--- config.mk ---
export PLATFORM = sky130hd
export DESIGN_NAME = elink_tx_link_fsm
export DESIGN_NICKNAME = d
export VERILOG_FILES = /design/src/design/elink_tx_pkg.sv /design/src/design/elink_tx_link_fsm.sv
export VERILOG_INCLUDE_DIRS = /design/src /design/src/design
export SDC_FILE = /design/constraint.sdc
export NUM_CORES = 1
export LEC_CHECK = 0
export ABC_AREA = 1
export BUFFER_PORTS_ARGS = -buffer_cell sky130_fd_sc_hd__buf_2
export CORE_AREA = 3 3 40 42
export DETAILED_ROUTE_END_ITERATION = 7
export DIE_AREA = 0 0 43 45
export PLACE_DENSITY = 0.3
export SETUP_SLACK_MARGIN = 0.05
export SLEW_MARGIN = 20
export SYNTH_ARGS = -nofsm -noshare
export SYNTH_HDL_FRONTEND = slang
export SYNTH_SLANG_ARGS = --single-unit
--- constraint.sdc ---
create_clock -name txo_lclk -period 2.2 [get_ports txo_lclk]
set_clock_uncertainty 0.1 [all_clocks]
set_input_delay 0.33 -clock txo_lclk [delete_from_list [all_inputs] [get_ports txo_lclk]]
set_output_delay 0.33 -clock txo_lclk [all_outputs]
set_load 0.05 [all_outputs]
--- src/design/elink_tx_macros.svh ---
`ifndef ELINK_TX_MACROS_SVH
`define ELINK_TX_MACROS_SVH

//##############################
// Link geometry
//##############################

// Eight data lanes plus the frame lane
`define ELINK_LANES 9

// One byte per lane per word
`define ELINK_LANE_BITS 8

//##############################
// Serialization cadence
//##############################

// Fast clock cycles per device word
`define ELINK_PHASES 4

`endif

--- src/design/elink_tx_pkg.sv ---
`include "elink_tx_macros.svh"

package elink_tx_pkg;

   //##############################
   // Device word
   //##############################

   // One byte per lane
   // Lane L sits in bits 8L+7 down to 8L
   // Top lane is the frame lane
   typedef logic [`ELINK_LANES-1:0][`ELINK_LANE_BITS-1:0] tx_word_t;

   //##############################
   // Pin side pairs
   //##############################

   // Bit pair per lane for one fast cycle
   // Even goes out on the rising half
   // Odd goes out on the falling half
   typedef struct packed {
      logic [`ELINK_LANES-1:0] even;
      logic [`ELINK_LANES-1:0] odd;
   } ddr_pair_t;

   // Forwarded clock level per half cycle
   typedef struct packed {
      logic rise;
      logic fall;
   } lclk_pair_t;

   //##############################
   // Control
   //##############################

   // Position inside the four-cycle word slot
   typedef logic [$clog2(`ELINK_PHASES)-1:0] phase_t;

   // Link on/off sequencing
   typedef enum logic [1:0] {
      LINK_OFF,
      LINK_ARM,
      LINK_ON,
      LINK_DRAIN
   } link_state_t;

endpackage

--- src/design/elink_tx_link_fsm.sv ---
module elink_tx_link_fsm (
   input  logic txo_lclk,
   input  logic reset,
   input  logic link_enable,
   input  logic word_take,
   output logic link_on
);

   elink_tx_pkg::link_state_t state;
   elink_tx_pkg::link_state_t state_next;

   //##############################
   // Next state
   //##############################

   always_comb begin
      state_next = state;
      case (state)
         // Idle until the device asks for the link
         elink_tx_pkg::LINK_OFF: begin
            if (link_enable) begin
               state_next = elink_tx_pkg::LINK_ARM;
            end
         end
         // Wait for a word boundary
         // Give up if the request goes away first
         elink_tx_pkg::LINK_ARM: begin
            if (!link_enable) begin
               state_next = elink_tx_pkg::LINK_OFF;
            end else if (word_take) begin
               state_next = elink_tx_pkg::LINK_ON;
            end
         end
         // Running
         elink_tx_pkg::LINK_ON: begin
            if (!link_enable) begin
               state_next = elink_tx_pkg::LINK_DRAIN;
            end
         end
         // Word in flight still going out
         // Stop at the next boundary
         elink_tx_pkg::LINK_DRAIN: begin
            if (word_take) begin
               state_next = elink_tx_pkg::LINK_OFF;
            end
         end
         default: begin
            state_next = elink_tx_pkg::LINK_OFF;
         end
      endcase
   end

   //##############################
   // State and link flag
   //##############################

   // Flag follows the next state
   // so it rises or falls one cycle after a take cycle
   always_ff @(posedge txo_lclk) begin
      if (reset) begin
         state   <= elink_tx_pkg::LINK_OFF;
         link_on <= 1'b0;
      end else begin
         state   <= state_next;
         link_on <= (state_next == elink_tx_pkg::LINK_ON) ||
                    (state_next == elink_tx_pkg::LINK_DRAIN);
      end
   end

endmodule

==> metrics <==
status=finished, final reports clean; Max-slew headroom=between 80 and 90%; post-place setup slack=between 1000 and 1500 ps; Cell Rows=13; Worst Path Required=1770 ps; post-synthesis register bit count=3; postcts setup bufs=0; final core utilization=between 10% and 20%; clk slew on worst S/H paths=around 40 ps; worst-path maximum fanout=1; Synth Warn #=0; RD Place Congestion=about 0.65; Worst Path Arrival=between 700 and 800 ps; worst min path class=in -> reg; synthesized instance count=19; storage element area=60.1 µm²; wire length of the first global-routing pass=489 µm; Antenna diodes=0; Power Dens Cells=between 900 and 1000 nW/µm²; worst skew pair latency=between 200 and 250 ps; Avg Vias per Cell=between 2 and 3; LEAKAGE=about 0.10 nW; CTS Buffer Depth=2; core area=approximately 1300 µm²; commonest non-fill, non-tap cells in the layout=nand2_1, nor2_1, buf_2; DRT Wirelength=approximately 250 µm; Die Area=roughly 1900 µm²; final net count=32; root buffer cell=clkbuf_4; Crit. End Element=primary output; num ports=5; Detailed Place HPWL=190 µm; Yosys cell types=6; Netlist Area Pre-Place=approximately 120 µm²; Top delay family on crit path=flip-flops; Switching Share=a little under a quarter; sum of buffers and inverters on the critical path=1; Crit Path Category=reg -> out; Worst setup SP type=flip-flop; Antenna Violating Nets Remaining=0; CTS sink count=3; DRC Markers=0; initial antenna violation count=0; Wirelength per Cell=~6 µm; hold-fix buffers at CTS=0; Max Clk Rate=between 800 and 900 MHz; Chip Width=between 40 and 50 µm; max-slew violations=0; Peak VDD IR=~0.18 mV; via count=~120; number of fill cells=~150; CTS buffer count=3; CP max stage delay=roughly 290 ps; grt total ovfl=0; register area share after synthesis=49.5%; Flop pwr share=about a third; number of max-cap violations=0; CTS tree=done; Int Power=about 0.13 mW; slowest stage cell, crit path=dfxtp_1; Finish-stage setup viols=0; Resized Gates After CTS=0; commonest non-fill, non-tap cell in the layout=nand2_1; Comb power frac=under 10%; Final Cycle Share=between 50 and 60%; RSZ-0062 raised after global routing=no; htree depth=1; largest net degree at the start of global routing=4; vias in the first global route=between 100 and 150; syn nets=23; layout cells sized above 1=29.6%; final hold violation count=0; area delta synth->final=53.6%; worst-path cell chain=buf_2; DRC marker count from the first detailed-route iteration=2; Mean Syn Cell Area=~6.4 µm²; Total GRT Usage=between 4 and 5%; Initial Util=under 10%; port buffer count=4; Clk pwr share=between 50% and 60%; min setup slack post-route=996 ps; fin crit period=1200 ps; switching power total=~0.040 mW; worst-margin pin slew=around 260 ps; Setup TNS Final=0 ps; Die Y=45 µm; area of the multi-input gates=between 40 and 50 µm²; DRT Pass-1 Iters=2
power by group through the flow:
stage	registers [mW]	clock network, mW	logic (mW)
after floorplan	0.0645	0	0.00783
after global placement	0.0608	0	0.0166
after detailed placement	0.0610	0	0.0170
after CTS	0.0601	0.101	0.0171
after global routing	0.0607	0.111	0.0199
final	0.0601	0.0949	0.0168
kinds of logic (layout without fill, tap and decap cells):
family | Yosys count | after routing | share of synthesized area [%]
flip-flops | 3 | 3 | 49.5
AND/OR/NAND/NOR | 12 | 12 | 38.1
buffers and inverters | 4 | 12 | 12.4
worst reg2reg max path, delay by kind of cell (launching register included):
kind                   cells  cell delay (ps)
flip-flops                 1              320
buffers and inverters      1               70
AND/OR/NAND/NOR            4              230
per-layer routing:
metal	track usage, %	wire length, µm	up-vias
li1	-	-	69
met3	7.57	74	0
met1	3.37	105	42
met5	0	0	-
met2	3.59	66	8
met4	5.42	0	0
final cells by class:
cell class                      count  share of cell area (%)
Clock buffer                        4                    14.1
Inverter                            4                    8.05
Multi-Input combinational cell     12                    24.8
Sequential cell                     3                    32.2
Tap cell                           15                    10.1
Timing Repair Buffer                4                    10.7
final timing paths:
kind,end,slack (ps),from,cells after the start
worst min-delay path,state[0]$_SDFF_PP0_,270,reset,4
worst max-delay path,link_on,1000,link_on$_SDFF_PP0_,1
worst max register to register,state[1]$_SDFF_PP0_,1370,state[0]$_SDFF_PP0_,5
worst min register to register,state[0]$_SDFF_PP0_,380,state[0]$_SDFF_PP0_,2
Yosys cell counts (all sizes together):
cell type	count	area [µm²]
dfxtp	3	60.1
inv	4	15.0
nor2	5	18.8
nand2	6	22.5
nand3	1	5.00
sequential cells by signal, indices dropped and copies added, names as in the netlist:
signal	cells
state	2
link_on	1
per-stage QoR:
stage | cells | hold WS [ps] | instance area [µm²] | power [mW]
6_report | 42 | 274 | 186 | 0.172
5_1_grt | 42 | 275 | 186 | 0.192
3_5_place_dp | 38 | 379 | 160 | 0.0780
2_1_floorplan | 19 | 352 | 121 | 0.0724
4_1_cts | 42 | 267 | 186 | 0.178
3_3_place_gp | 38 | 371 | 160 | 0.0774
Note: power is estimated with default switching activity, not from simulation.
